**src/hw/gtiaPkg.sv**
```systemverilog
// ~~~~~~~~~~~~~~~~~~~~~~~~~~~~~~~~~~~~~~~~~~~~~~~~~~~~~~~~~~~
// GTIA pixel path shared definitions
// ~~~~~~~~~~~~~~~~~~~~~~~~~~~~~~~~~~~~~~~~~~~~~~~~~~~~~~~~~~~

`default_nettype none

package gtiaPkg;

  // Data and coordinate widths
  localparam int unsigned colorW = 8;
  localparam int unsigned xW = 9;
  localparam int unsigned yW = 8;
  localparam int unsigned addrW = 17;
  localparam int unsigned anW = 4;

  // Display buffer row pitch in words
  localparam int unsigned screenStride = 320;

  // Raster x to sprite horizontal position
  localparam logic [7:0] hPosOffset = 8'h30;

  // Sprite graphics
  localparam int unsigned playerW = 8;
  localparam int unsigned missileW = 2;
  localparam int unsigned numSprites = 4;

  // AN playfield codes, normal mode
  localparam logic [anW-1:0] anIdle = 4'd0;
  localparam logic [anW-1:0] anBackground = 4'd8;
  localparam logic [anW-1:0] anVsync = 4'd9;
  localparam logic [anW-1:0] anHblank = 4'd10;
  localparam logic [anW-1:0] anLum1Col2 = 4'd11;
  localparam logic [anW-1:0] anPlayfield0 = 4'd12;
  localparam logic [anW-1:0] anPlayfield1 = 4'd13;
  localparam logic [anW-1:0] anPlayfield2 = 4'd14;
  localparam logic [anW-1:0] anPlayfield3 = 4'd15;

  // PRIOR register fields
  localparam logic [1:0] modeNormal = 2'd0;
  localparam logic [3:0] prioPfOverLow = 4'd0;
  localparam logic [3:0] prioSpritesFirst = 4'd1;

  // Scan lines per mode line
  localparam logic [1:0] lineSingle = 2'd0;
  localparam logic [1:0] lineDouble = 2'd1;

  // GRAFM seen as one byte or as four missile patterns
  typedef union packed {
    logic [colorW-1:0] raw;
    logic [numSprites-1:0][missileW-1:0] field;
  } missileGrafU;

endpackage

`default_nettype wire

```
**src/hw/playfieldIf.sv**
```systemverilog
// ~~~~~~~~~~~~~~~~~~~~~~~~~~~~~~~~~~~~~~~~~~~~~~~~~~~~~~~~~~~
// Playfield pixel link
// ~~~~~~~~~~~~~~~~~~~~~~~~~~~~~~~~~~~~~~~~~~~~~~~~~~~~~~~~~~~

`timescale 1ns/10ps
`default_nettype none

interface playfieldIf import gtiaPkg::*; ();

  // One registered pixel, present while valid is high
  logic valid;
  logic [colorW-1:0] baseColor;
  logic [anW-1:0] baseClass;
  logic [xW-1:0] x;
  logic [yW-1:0] y;

  modport src (output valid, output baseColor, output baseClass, output x, output y);

  modport sink (input valid, input baseColor, input baseClass, input x, input y);

endinterface

`default_nettype wire

```
**src/hw/gtiaTop.sv**
```systemverilog
// ~~~~~~~~~~~~~~~~~~~~~~~~~~~~~~~~~~~~~~~~~~~~~~~~~~~~~~~~~~~
// GTIA pixel path top level
// ~~~~~~~~~~~~~~~~~~~~~~~~~~~~~~~~~~~~~~~~~~~~~~~~~~~~~~~~~~~

`timescale 1ns/10ps
`default_nettype none

module gtiaTop import gtiaPkg::*; (
  input  logic Fphi0,
  input  logic rst,
  input  logic dListEnd,
  input  logic [anW-1:0] an,
  input  logic [1:0] numLines,
  input  logic [xW-1:0] width,
  input  logic [yW-1:0] height,
  input  logic [colorW-1:0] prior,
  input  logic [colorW-1:0] colBk,
  input  logic [colorW-1:0] colPf0,
  input  logic [colorW-1:0] colPf1,
  input  logic [colorW-1:0] colPf2,
  input  logic [colorW-1:0] colPf3,
  input  logic [colorW-1:0] colPm0,
  input  logic [colorW-1:0] colPm1,
  input  logic [colorW-1:0] colPm2,
  input  logic [colorW-1:0] colPm3,
  input  logic [7:0] hPosP0,
  input  logic [7:0] hPosP1,
  input  logic [7:0] hPosP2,
  input  logic [7:0] hPosP3,
  input  logic [7:0] hPosM0,
  input  logic [7:0] hPosM1,
  input  logic [7:0] hPosM2,
  input  logic [7:0] hPosM3,
  input  logic [playerW-1:0] grafP0,
  input  logic [playerW-1:0] grafP1,
  input  logic [playerW-1:0] grafP2,
  input  logic [playerW-1:0] grafP3,
  input  logic [colorW-1:0] grafM,
  output logic [colorW-1:0] dBufData,
  output logic [addrW-1:0] dBufAddr,
  output logic dBufWriteEn,
  output logic hblank,
  output logic vblank
);

  logic [xW-1:0] x;
  logic [yW-1:0] y;
  logic advance;
  logic [numSprites-1:0] playerHit;
  logic [numSprites-1:0] missileHit;

  playfieldIf pf ();

  rasterCounter raster (
    .Fphi0(Fphi0),
    .rst(rst),
    .dListEnd(dListEnd),
    .advance(advance),
    .numLines(numLines),
    .width(width),
    .height(height),
    .x(x),
    .y(y),
    .hblank(hblank),
    .vblank(vblank)
  );

  playfieldSelect pfSel (
    .Fphi0(Fphi0),
    .rst(rst),
    .an(an),
    .prior(prior),
    .colBk(colBk),
    .colPf0(colPf0),
    .colPf1(colPf1),
    .colPf2(colPf2),
    .colPf3(colPf3),
    .x(x),
    .y(y),
    .advance(advance),
    .pf(pf.src)
  );

  // Missile byte split into its four patterns here
  spriteUnit sprites (
    .Fphi0(Fphi0),
    .rst(rst),
    .x(x),
    .hPosP0(hPosP0),
    .hPosP1(hPosP1),
    .hPosP2(hPosP2),
    .hPosP3(hPosP3),
    .hPosM0(hPosM0),
    .hPosM1(hPosM1),
    .hPosM2(hPosM2),
    .hPosM3(hPosM3),
    .grafP0(grafP0),
    .grafP1(grafP1),
    .grafP2(grafP2),
    .grafP3(grafP3),
    .grafM(missileGrafU'(grafM)),
    .playerHit(playerHit),
    .missileHit(missileHit)
  );

  priorityMixer mixer (
    .Fphi0(Fphi0),
    .rst(rst),
    .prior(prior),
    .colPm0(colPm0),
    .colPm1(colPm1),
    .colPm2(colPm2),
    .colPm3(colPm3),
    .playerHit(playerHit),
    .missileHit(missileHit),
    .pf(pf.sink),
    .dBufData(dBufData),
    .dBufAddr(dBufAddr),
    .dBufWriteEn(dBufWriteEn)
  );

endmodule

`default_nettype wire

```
**src/hw/playfieldSelect.sv**
```systemverilog
// ~~~~~~~~~~~~~~~~~~~~~~~~~~~~~~~~~~~~~~~~~~~~~~~~~~~~~~~~~~~
// Playfield color select
// ~~~~~~~~~~~~~~~~~~~~~~~~~~~~~~~~~~~~~~~~~~~~~~~~~~~~~~~~~~~

`timescale 1ns/10ps
`default_nettype none

module playfieldSelect import gtiaPkg::*; (
  input  logic Fphi0,
  input  logic rst,
  input  logic [anW-1:0] an,
  input  logic [colorW-1:0] prior,
  input  logic [colorW-1:0] colBk,
  input  logic [colorW-1:0] colPf0,
  input  logic [colorW-1:0] colPf1,
  input  logic [colorW-1:0] colPf2,
  input  logic [colorW-1:0] colPf3,
  input  logic [xW-1:0] x,
  input  logic [yW-1:0] y,
  output logic advance,
  playfieldIf.src pf
);

  logic accept;

  // Codes below anBackground carry no pixel
  assign accept = (prior[7:6] == modeNormal) && (an >= anBackground);
  assign advance = accept;

  always_ff @(posedge Fphi0 or posedge rst) begin
    if (rst) begin
      pf.valid <= 1'b0;
      pf.baseColor <= '0;
    end else begin
      pf.valid <= accept;
      if (accept) begin
        case (an)
          anBackground: pf.baseColor <= colBk;
          anLum1Col2: pf.baseColor <= {colPf2[7:4], colPf1[3:0]};
          anPlayfield0: pf.baseColor <= colPf0;
          anPlayfield1: pf.baseColor <= colPf1;
          anPlayfield2: pf.baseColor <= colPf2;
          anPlayfield3: pf.baseColor <= colPf3;
          // Vsync and hblank repeat the last color
          default: pf.baseColor <= pf.baseColor;
        endcase
      end
    end
  end

  // Pixel class and position travel with the color
  always_ff @(posedge Fphi0) begin
    if (accept) begin
      pf.baseClass <= an;
      pf.x <= x;
      pf.y <= y;
    end
  end

endmodule

`default_nettype wire

```
**src/hw/priorityMixer.sv**
```systemverilog
// ~~~~~~~~~~~~~~~~~~~~~~~~~~~~~~~~~~~~~~~~~~~~~~~~~~~~~~~~~~~
// Priority mixer and buffer write
// ~~~~~~~~~~~~~~~~~~~~~~~~~~~~~~~~~~~~~~~~~~~~~~~~~~~~~~~~~~~

`timescale 1ns/10ps
`default_nettype none

module priorityMixer import gtiaPkg::*; (
  input  logic Fphi0,
  input  logic rst,
  input  logic [colorW-1:0] prior,
  input  logic [colorW-1:0] colPm0,
  input  logic [colorW-1:0] colPm1,
  input  logic [colorW-1:0] colPm2,
  input  logic [colorW-1:0] colPm3,
  input  logic [numSprites-1:0] playerHit,
  input  logic [numSprites-1:0] missileHit,
  playfieldIf.sink pf,
  output logic [colorW-1:0] dBufData,
  output logic [addrW-1:0] dBufAddr,
  output logic dBufWriteEn
);

  logic [numSprites-1:0] active;
  logic [numSprites-1:0][colorW-1:0] pmColor;
  logic classLow;
  logic classHigh;
  logic [colorW-1:0] mixColor;

  // Sprite color, merged with the playfield when the player overlaps it
  function automatic logic [colorW-1:0] pairColor(input logic [colorW-1:0] pm,
                                                  input logic [colorW-1:0] base,
                                                  input logic merge);
    pairColor = merge ? (pm | base) : pm;
  endfunction

  assign active = playerHit | missileHit;
  assign pmColor = {colPm3, colPm2, colPm1, colPm0};
  assign classLow = (pf.baseClass == anPlayfield0) || (pf.baseClass == anPlayfield1);
  assign classHigh = (pf.baseClass == anPlayfield2) || (pf.baseClass == anPlayfield3);

  always_comb begin
    mixColor = pf.baseColor;
    case (prior[3:0])
      prioPfOverLow: begin
        if (active[0]) begin
          mixColor = pairColor(colPm0, pf.baseColor, playerHit[0] && classLow);
        end else if (active[1]) begin
          mixColor = pairColor(colPm1, pf.baseColor, playerHit[1] && classLow);
        end else if (classLow) begin
          mixColor = pf.baseColor;
        end else if (active[2]) begin
          mixColor = pairColor(colPm2, pf.baseColor, playerHit[2] && classHigh);
        end else if (active[3]) begin
          mixColor = pairColor(colPm3, pf.baseColor, playerHit[3] && classHigh);
        end
      end
      default: begin
        // Lowest active pair wins over every playfield
        for (int n = numSprites - 1; n >= 0; n--) begin
          if (active[n]) begin
            mixColor = pmColor[n];
          end
        end
      end
    endcase
  end

  always_ff @(posedge Fphi0 or posedge rst) begin
    if (rst) begin
      dBufWriteEn <= 1'b0;
    end else begin
      dBufWriteEn <= pf.valid;
    end
  end

  always_ff @(posedge Fphi0) begin
    dBufData <= mixColor;
    dBufAddr <= addrW'(pf.y) * addrW'(screenStride) + addrW'(pf.x);
  end

  // Writes stay inside the buffer rows
  writeInBuffer: assert property (@(posedge Fphi0) disable iff (rst)
    dBufWriteEn |-> (dBufAddr < addrW'(screenStride << yW)));

endmodule

`default_nettype wire

```
**src/hw/rasterCounter.sv**
```systemverilog
// ~~~~~~~~~~~~~~~~~~~~~~~~~~~~~~~~~~~~~~~~~~~~~~~~~~~~~~~~~~~
// Raster position counter
// ~~~~~~~~~~~~~~~~~~~~~~~~~~~~~~~~~~~~~~~~~~~~~~~~~~~~~~~~~~~

`timescale 1ns/10ps
`default_nettype none

module rasterCounter import gtiaPkg::*; (
  input  logic Fphi0,
  input  logic rst,
  input  logic dListEnd,
  input  logic advance,
  input  logic [1:0] numLines,
  input  logic [xW-1:0] width,
  input  logic [yW-1:0] height,
  output logic [xW-1:0] x,
  output logic [yW-1:0] y,
  output logic hblank,
  output logic vblank
);

  logic lastX;
  logic lastY;

  // End of line and end of frame, robust to a shrinking window
  assign lastX = (x >= width - xW'(1));
  assign lastY = (y >= height - yW'(1));

  always_ff @(posedge Fphi0 or posedge rst) begin
    if (rst) begin
      x <= '0;
      y <= '0;
      hblank <= 1'b0;
      vblank <= 1'b0;
    end else begin
      // Blank strobes last one cycle
      hblank <= 1'b0;
      vblank <= 1'b0;
      if (dListEnd) begin
        x <= '0;
        y <= '0;
      end else if (advance) begin
        if (numLines == lineDouble) begin
          if (!y[0]) begin
            // Upper scan line to the lower one, same x
            y <= y + yW'(1);
          end else if (lastX) begin
            // Pair row done
            x <= '0;
            hblank <= 1'b1;
            if (lastY) begin
              y <= '0;
            end else begin
              y <= y + yW'(1);
            end
          end else begin
            // Lower scan line back up, one pixel right
            x <= x + xW'(1);
            y <= y - yW'(1);
          end
        end else begin
          // Single scan line per mode line
          if (!lastX) begin
            x <= x + xW'(1);
          end else begin
            x <= '0;
            hblank <= 1'b1;
            if (lastY) begin
              y <= '0;
              vblank <= 1'b1;
            end else begin
              y <= y + yW'(1);
            end
          end
        end
      end
    end
  end

  // Every step or restart lands inside the window
  stepInWindow: assert property (@(posedge Fphi0) disable iff (rst)
    (advance || dListEnd) |=> (x < width) && (y < height));

endmodule

`default_nettype wire

```
**src/hw/spriteUnit.sv**
```systemverilog
// ~~~~~~~~~~~~~~~~~~~~~~~~~~~~~~~~~~~~~~~~~~~~~~~~~~~~~~~~~~~
// Player and missile coverage
// ~~~~~~~~~~~~~~~~~~~~~~~~~~~~~~~~~~~~~~~~~~~~~~~~~~~~~~~~~~~

`timescale 1ns/10ps
`default_nettype none

module spriteUnit import gtiaPkg::*; (
  input  logic Fphi0,
  input  logic rst,
  input  logic [xW-1:0] x,
  input  logic [7:0] hPosP0,
  input  logic [7:0] hPosP1,
  input  logic [7:0] hPosP2,
  input  logic [7:0] hPosP3,
  input  logic [7:0] hPosM0,
  input  logic [7:0] hPosM1,
  input  logic [7:0] hPosM2,
  input  logic [7:0] hPosM3,
  input  logic [playerW-1:0] grafP0,
  input  logic [playerW-1:0] grafP1,
  input  logic [playerW-1:0] grafP2,
  input  logic [playerW-1:0] grafP3,
  input  missileGrafU grafM,
  output logic [numSprites-1:0] playerHit,
  output logic [numSprites-1:0] missileHit
);

  logic [7:0] hPos;
  logic [numSprites-1:0][7:0] playerPos;
  logic [numSprites-1:0][7:0] missilePos;
  logic [numSprites-1:0][playerW-1:0] playerGraf;
  logic [numSprites-1:0] playerNext;
  logic [numSprites-1:0] missileNext;

  // Pattern bit under pos for a sprite of size pixels starting at start
  function automatic logic coverBit(input logic [7:0] pos, input logic [7:0] start,
                                    input logic [playerW-1:0] pattern,
                                    input logic [3:0] size);
    logic [8:0] lo;
    logic [8:0] hi;
    logic [7:0] offs;
    lo = {1'b0, start};
    hi = lo + {5'd0, size};
    offs = pos - start;
    if (({1'b0, pos} >= lo) && ({1'b0, pos} < hi)) begin
      coverBit = pattern[3'(size - 4'd1 - offs[3:0])];
    end else begin
      coverBit = 1'b0;
    end
  endfunction

  // Two raster pixels per color clock
  assign hPos = x[8:1] + hPosOffset;

  assign playerPos = {hPosP3, hPosP2, hPosP1, hPosP0};
  assign missilePos = {hPosM3, hPosM2, hPosM1, hPosM0};
  assign playerGraf = {grafP3, grafP2, grafP1, grafP0};

  always_comb begin
    for (int n = 0; n < numSprites; n++) begin
      playerNext[n] = coverBit(hPos, playerPos[n], playerGraf[n], 4'(playerW));
      missileNext[n] = coverBit(hPos, missilePos[n],
                                playerW'(grafM.field[n]), 4'(missileW));
    end
  end

  always_ff @(posedge Fphi0 or posedge rst) begin
    if (rst) begin
      playerHit <= '0;
      missileHit <= '0;
    end else begin
      playerHit <= playerNext;
      missileHit <= missileNext;
    end
  end

endmodule

`default_nettype wire

```
**config.mk**
```make
export PLATFORM = sky130hd
export DESIGN_NAME = gtiaTop
export DESIGN_NICKNAME = d
export VERILOG_FILES = /design/src/hw/gtiaPkg.sv /design/src/hw/playfieldIf.sv /design/src/hw/gtiaTop.sv /design/src/hw/playfieldSelect.sv /design/src/hw/priorityMixer.sv /design/src/hw/rasterCounter.sv /design/src/hw/spriteUnit.sv
export SDC_FILE = /design/constraint.sdc
export NUM_CORES = 1
export LEC_CHECK = 0
export ABC_AREA = 0
export BUFFER_PORTS_ARGS = -buffer_cell sky130_fd_sc_hd__buf_2
export CORE_AREA = 2 2 140 142
export CTS_BUF_LIST = sky130_fd_sc_hd__clkbuf_8
export DETAILED_ROUTE_END_ITERATION = 6
export DIE_AREA = 0 0 142 144
export PLACE_DENSITY = 0.73
export SYNTH_ARGS = -nofsm -noshare
export SYNTH_HDL_FRONTEND = slang
export SYNTH_SLANG_ARGS = --single-unit
```
**constraint.sdc**
```tcl
create_clock -name Fphi0 -period 2.38 [get_ports Fphi0]
set_input_delay 0.714 -clock Fphi0 [delete_from_list [all_inputs] [get_ports Fphi0]]
set_output_delay 0.714 -clock Fphi0 [all_outputs]
set_load 0.02 [all_outputs]
```
# Word level (Yosys, flattened, before mapping)
# Index checks and enable logic that the tools add are counted.
# word_totals
regBits,83
latch_bits,0
mem_bits_rw,0
mem_bits_ro,0
word_cells,174
memories,0
# op_classes
n_addsub,31
mul,1
div_mod_pow,0
magnitude_cmp,27
n_eq_ne,12
shifts,0
muxes,61
bitwise,5
reduce_logical,23
# op_table
cell,n
$mux 8,21
$ge 8x8->1,9
$lt 8x9->1,8
$pmux 8 s6,1
$mux 9,5
$eq 4x4->1 const B,10
$add 8x2->9 const B,4
$add 8x4->9 const B,4
$lt 3x4->1 const B,8
$or 8x8->8,4
$mux 1,26
$bmux 1 s3,8
$sub 3x3->3,8
$add 17x9->17,1
$sub 8x1->8 const B,2
$logic_and 1x1->1,13
$sub 1x3->3 const A,4
$sub 3x3->3 const A,4
$mul 8x3->11 const B,1
$add 9x1->9 const B,1
$ge 9x9->1,1
$sub 9x1->9 const B,1
$add 8x1->8 const B,1
$add 8x6->8 const B,1
11 further kinds,14

# Logic depth before layout (Yosys ltp)
# logic_depth
depth_word,10
ltp_mapped,12

# Modules after synthesis
# From an unflattened synthesis, not the netlist that was laid out.
# unflattened
cells_unflattened,1054
area_unflattened_um2,9359.0
# by_module_without_submodules
module,instances,cells_each,area_each_um2,seq_area_each_um2
spriteUnit,1,480,4101.4,200.2
priorityMixer,1,260,2135.8,525.5
rasterCounter,1,208,1694.1,475.5
playfieldSelect,1,106,1427.6,855.8

# Least setup slack after synthesis
# No wires, ideal clock.
# synth_path
path_type,input to register
start,input port width[5]
end,register raster.y[0]
setup_ns,0.119
t_arrival_ns,3.164
t_required_ns,2.261
setup_slack_ns,-0.903
path_stages,10
path_buffers,0
cell_sequence,or4_1 > nor4_1 > xnor2_1 > ha_1 > nand4_1 > nor2_1 > a21o_1 > o32ai_1 > nor4b_1 > a21o_1
# synth_between
elab_chain_cells,7
elab_cells_between_ends,9
classes_between,add/sub (1); order compare (1); mux (5); reduce/logical (2)
# synth_rtl
element,line_no,source
from (decl),gtiaTop.sv:14,"input logic [xW-1:0] width,"
$sub 9x1->9 (*),rasterCounter.sv:26,assign lastX = (x >= width - xW'(1));
$ge 9x9->1 (*),rasterCounter.sv:26,
$mux 8,rasterCounter.sv:47,end else if (lastX) begin
$mux 8,rasterCounter.sv:44,if (!y[0]) begin
$mux 8,rasterCounter.sv:43,if (numLines == lineDouble) begin
$mux 8,rasterCounter.sv:42,end else if (advance) begin
$mux 8,rasterCounter.sv:39,if (dListEnd) begin
to (signal assigned),rasterCounter.sv:46,y <= y + yW'(1);
to (signal assigned),rasterCounter.sv:54,y <= y + yW'(1);
to (signal assigned),rasterCounter.sv:59,y <= y - yW'(1);
to (decl),rasterCounter.sv:17,"output logic [yW-1:0] y,"
# Every way passes the cells marked *; elsewhere a longest branch is shown, timed or not. The select of a mux whose other input is x is not followed.
# A chain may end at the register's enable or synchronous reset.

# Final worst setup path
# layout_path
start,input port width[5]
end,register raster.y[7]
# Same word-level chain as after synthesis.

==> reports/summary.txt <==
worst-case clock buffer depth - 2
failing checks - negative setup slack
Setup violations, final - 21
CP arrival - 3.12 ns
Remaining Overflow, GRT - 0
worst path cell trace - buf_6 > or4_4 > nor4_4 > xnor2_1 > ha_1 > nand4_1 > nor2_2 > a21oi_4 > nand2_2 > and3_1 > o41ai_1
antenna violations before repair - 0
status - complete, but fails checks
CTS Buf Count - 9
Peak VDD IR - 0.239 mV
total wire length - 24300 um
Final Worst Setup Slack - -0.486 ns
num ports - 238
htree depth - 3
DR vias/cell - 5.46
CP max-delay cell - or4_4
Max Clock Skew - 0.0233 ns
Tightest Pin Transition - 0.554 ns
Post-synth EDFFs - 20
max incr delay on CP - 0.57 ns
fin. max-slew vios - 0
WS Path Type - in -> reg
drt pass-1 iters - 5
startpoint types - input pin
Die H - 144 um
syn nets - 1363
Peak Freq - 349 MHz
chip width - 142 um
post-route minimum period - 2.87 ns
slew margin rel. - 62.7%
cell area after synthesis - 8750 um^2
Area growth, synth to finish - 35.0%
Cell Rows - 51
Syn Area/Cell - 8.96 um^2
HP Class - reg -> reg
Synth cell types - 67
vias in the first global route - 8349
# port buffers - 235
Worst-Skew Late Latency - 0.36 ns
GP Congestion - 0.875
fin area - 11800 um^2
Vias - 8545
Core Area - 19100 um^2
Inserted Diodes - 0
Final Net Count - 1710
CP endpoint kind - register
CTS tree - done
DR DRC count - 0
Clock transition at path regs - 0.10 ns
clock sink total - 82
initial core utilization - 45.8%
fin crit share - 120%
die area - 20400 um^2
Avg WL per Cell - 15.5 um
Syn Inst Count - 976
RSZ-0062 raised after global routing - yes
Main synth FF type - dfrtp_1
Final Hold Fails - 0
largest net degree at the start of global routing - 22
first-pass GRT wire length - 39000 um
dpl hpwl - 19800 um
clock root cell - clkbuf_8
Static Leak - 5.92 nW
Critical Path RT - 2.63 ns
share of cells above drive strength 1 - 34.9%
filler cell count - 1603
Placed Area - 11100 um^2
all-layer global routing usage - 23.6%
P per Cell Area - 358 nW/um^2
fraction of registers with async set/reset - 45.1%
DR iter-0 viols - 306
Max-Cap Viols - 0
area of the multi-input gates - 6690 um^2
register area - 2030 um^2
flops & latches, synth - 82
synth warn - 0
setup TNS - -7.61 ns
sequential element share of the synthesized area - 23.2%
Antenna Nets Post-Route - 0
crit-path max FO - 7
==> worst paths after layout <==
check,from,endpoint,slack (ns),depth (start not counted)
max reg2reg,raster.x[1]$_DFFE_PP0P_,sprites.playerHit[1]$_DFF_PP0_,-0.05,8
max in group asynchronous,rst,sprites.playerHit[0]$_DFF_PP0_,1.77,3
max,width[5],raster.y[7]$_DFFE_PP0P_,-0.49,11
min reg2reg,pfSel.pf.x[4]$_DFFE_PP_,mixer.dBufAddr[4]$_DFF_P_,0.34,0
min,pfSel.pf.x[4]$_DFFE_PP_,mixer.dBufAddr[4]$_DFF_P_,0.34,0
min in group asynchronous,rst,raster.y[6]$_DFFE_PP0P_,0.38,3
==> timing repair <==
item / CTS / global route
pin swaps: 31 / 39
hold buffers: 0 / 0
setup buffers: 5 / 3
setup endpoints to repair: 28 / 31
gates resized for setup: 59 / 37
==> synthesized netlist by cell type (9+ instances only) <==
library cell / instances / area, um^2
ha_1: 167 / 2090
inv_1: 109 / 409
xnor2_1: 62 / 543
o21ai_0: 58 / 290
a21oi_1: 55 / 275
nor2_1: 45 / 169
nand2_1: 41 / 154
dfrtp_1: 37 / 926
nand3_1: 31 / 155
a21o_1: 25 / 188
dfxtp_1: 25 / 500
nor3_1: 24 / 120
edfxtp_1: 20 / 601
xor2_1: 18 / 158
mux2i_1: 15 / 150
nor2b_1: 15 / 93.8
clkbuf_1: 13 / 48.8
a211oi_1: 12 / 90.1
a22oi_1: 11 / 82.6
a22o_1: 10 / 87.6
fa_1: 10 / 200
o21ai_1: 10 / 50.1
or3_1: 10 / 62.6
nor4_1: 9 / 56.3
==> layout by cell type, fill, tap and decap left out, drive strengths merged, types with 8 or more instances in the layout <==
master / Yosys / routed
buf: 5 / 354
ha: 167 / 167
inv: 109 / 110
o21ai: 68 / 68
xnor2: 62 / 62
a21oi: 55 / 55
nor2: 47 / 47
nand2: 41 / 41
dfrtp: 37 / 37
nand3: 31 / 31
dfxtp: 25 / 25
a21o: 25 / 25
nor3: 24 / 24
edfxtp: 20 / 20
xor2: 18 / 18
nor2b: 15 / 15
mux2i: 15 / 15
a211oi: 13 / 13
a22oi: 11 / 11
a22o: 10 / 10
or3: 10 / 10
fa: 10 / 10
clkbuf: 13 / 9
nor4: 9 / 9
and3: 8 / 8
mux4: 8 / 8
==> cell type report <==
type	count	area share, %
timing repair buffer	354	18.5
clock inverter	7	0.604
clock buffer	9	1.05
inverter	109	3.50
tap	238	2.52
multi-input combinational	767	56.7
sequential	82	17.2
==> metal layers <==
metal / vias to the layer above / GRT usage (%) / share of wire, %
met5: - / 0 / 0
met4: 0 / 7.32 / 2.1
li1: 4255 / - / -
met3: 34 / 3.08 / 5.5
met1: 3972 / 29.3 / 43
met2: 284 / 42.8 / 49
==> kinds of logic (layout without fill, tap and decap cells) <==
| kind of cell | after synthesis | count (layout) | share of synthesized area, % |
|---|---|---|---|
| compound gates | 263 | 263 | 19.9 |
| simple gates | 220 | 220 | 12.9 |
| fa+ha+maj | 177 | 177 | 26.2 |
| buf+inv | 127 | 479 | 5.57 |
| flops | 82 | 82 | 23.2 |
| xor+xnor | 80 | 80 | 8.01 |
| mux | 27 | 27 | 4.29 |
==> metrics by stage <==
step | worst slack, ns | power (mW) | hold WS (ns) | util [%] | instances
6_report | -0.486 | 4.23 | 0.342 | 61.9 | 1566
3_3_place_gp | -0.799 | 3.12 | 0.328 | 58.4 | 1545
4_1_cts | -0.466 | 4.22 | 0.347 | 61.0 | 1566
2_1_floorplan | -0.606 | 2.56 | 0.323 | - | 976
5_1_grt | -0.613 | 4.51 | 0.353 | 61.9 | 1566
3_5_place_dp | -0.873 | 3.16 | 0.332 | 58.4 | 1545
==> critical path: cells and delay by family <==
kind	cells	cell delay [ns]
AND/OR/NAND/NOR	6	1.25
AO/OA/AOI/OAI	2	0.63
adder cells (fa/ha/maj)	1	0.28
XOR/XNOR	1	0.15
buffers and inverters	1	0.09
==> state kept, by name, summed over array words and instances (netlist names), 4 cells and up <==
name	count
mixer.dBufAddr	17
raster.y	8
sprites.playerHit	4
pfSel.pf.y	8
pfSel.pf.baseColor	8
pfSel.pf.x	9
raster.x	9
mixer.dBufData	8
sprites.missileHit	4
==> power breakdown <==
group | internal (mW) | total [mW] | switching, mW
sequential | 1.56 | 1.65 | 0.0914
clock | 0.484 | 1.00 | 0.515
combinational | 0.776 | 1.58 | 0.802
Power figures use the tool's default switching activity.
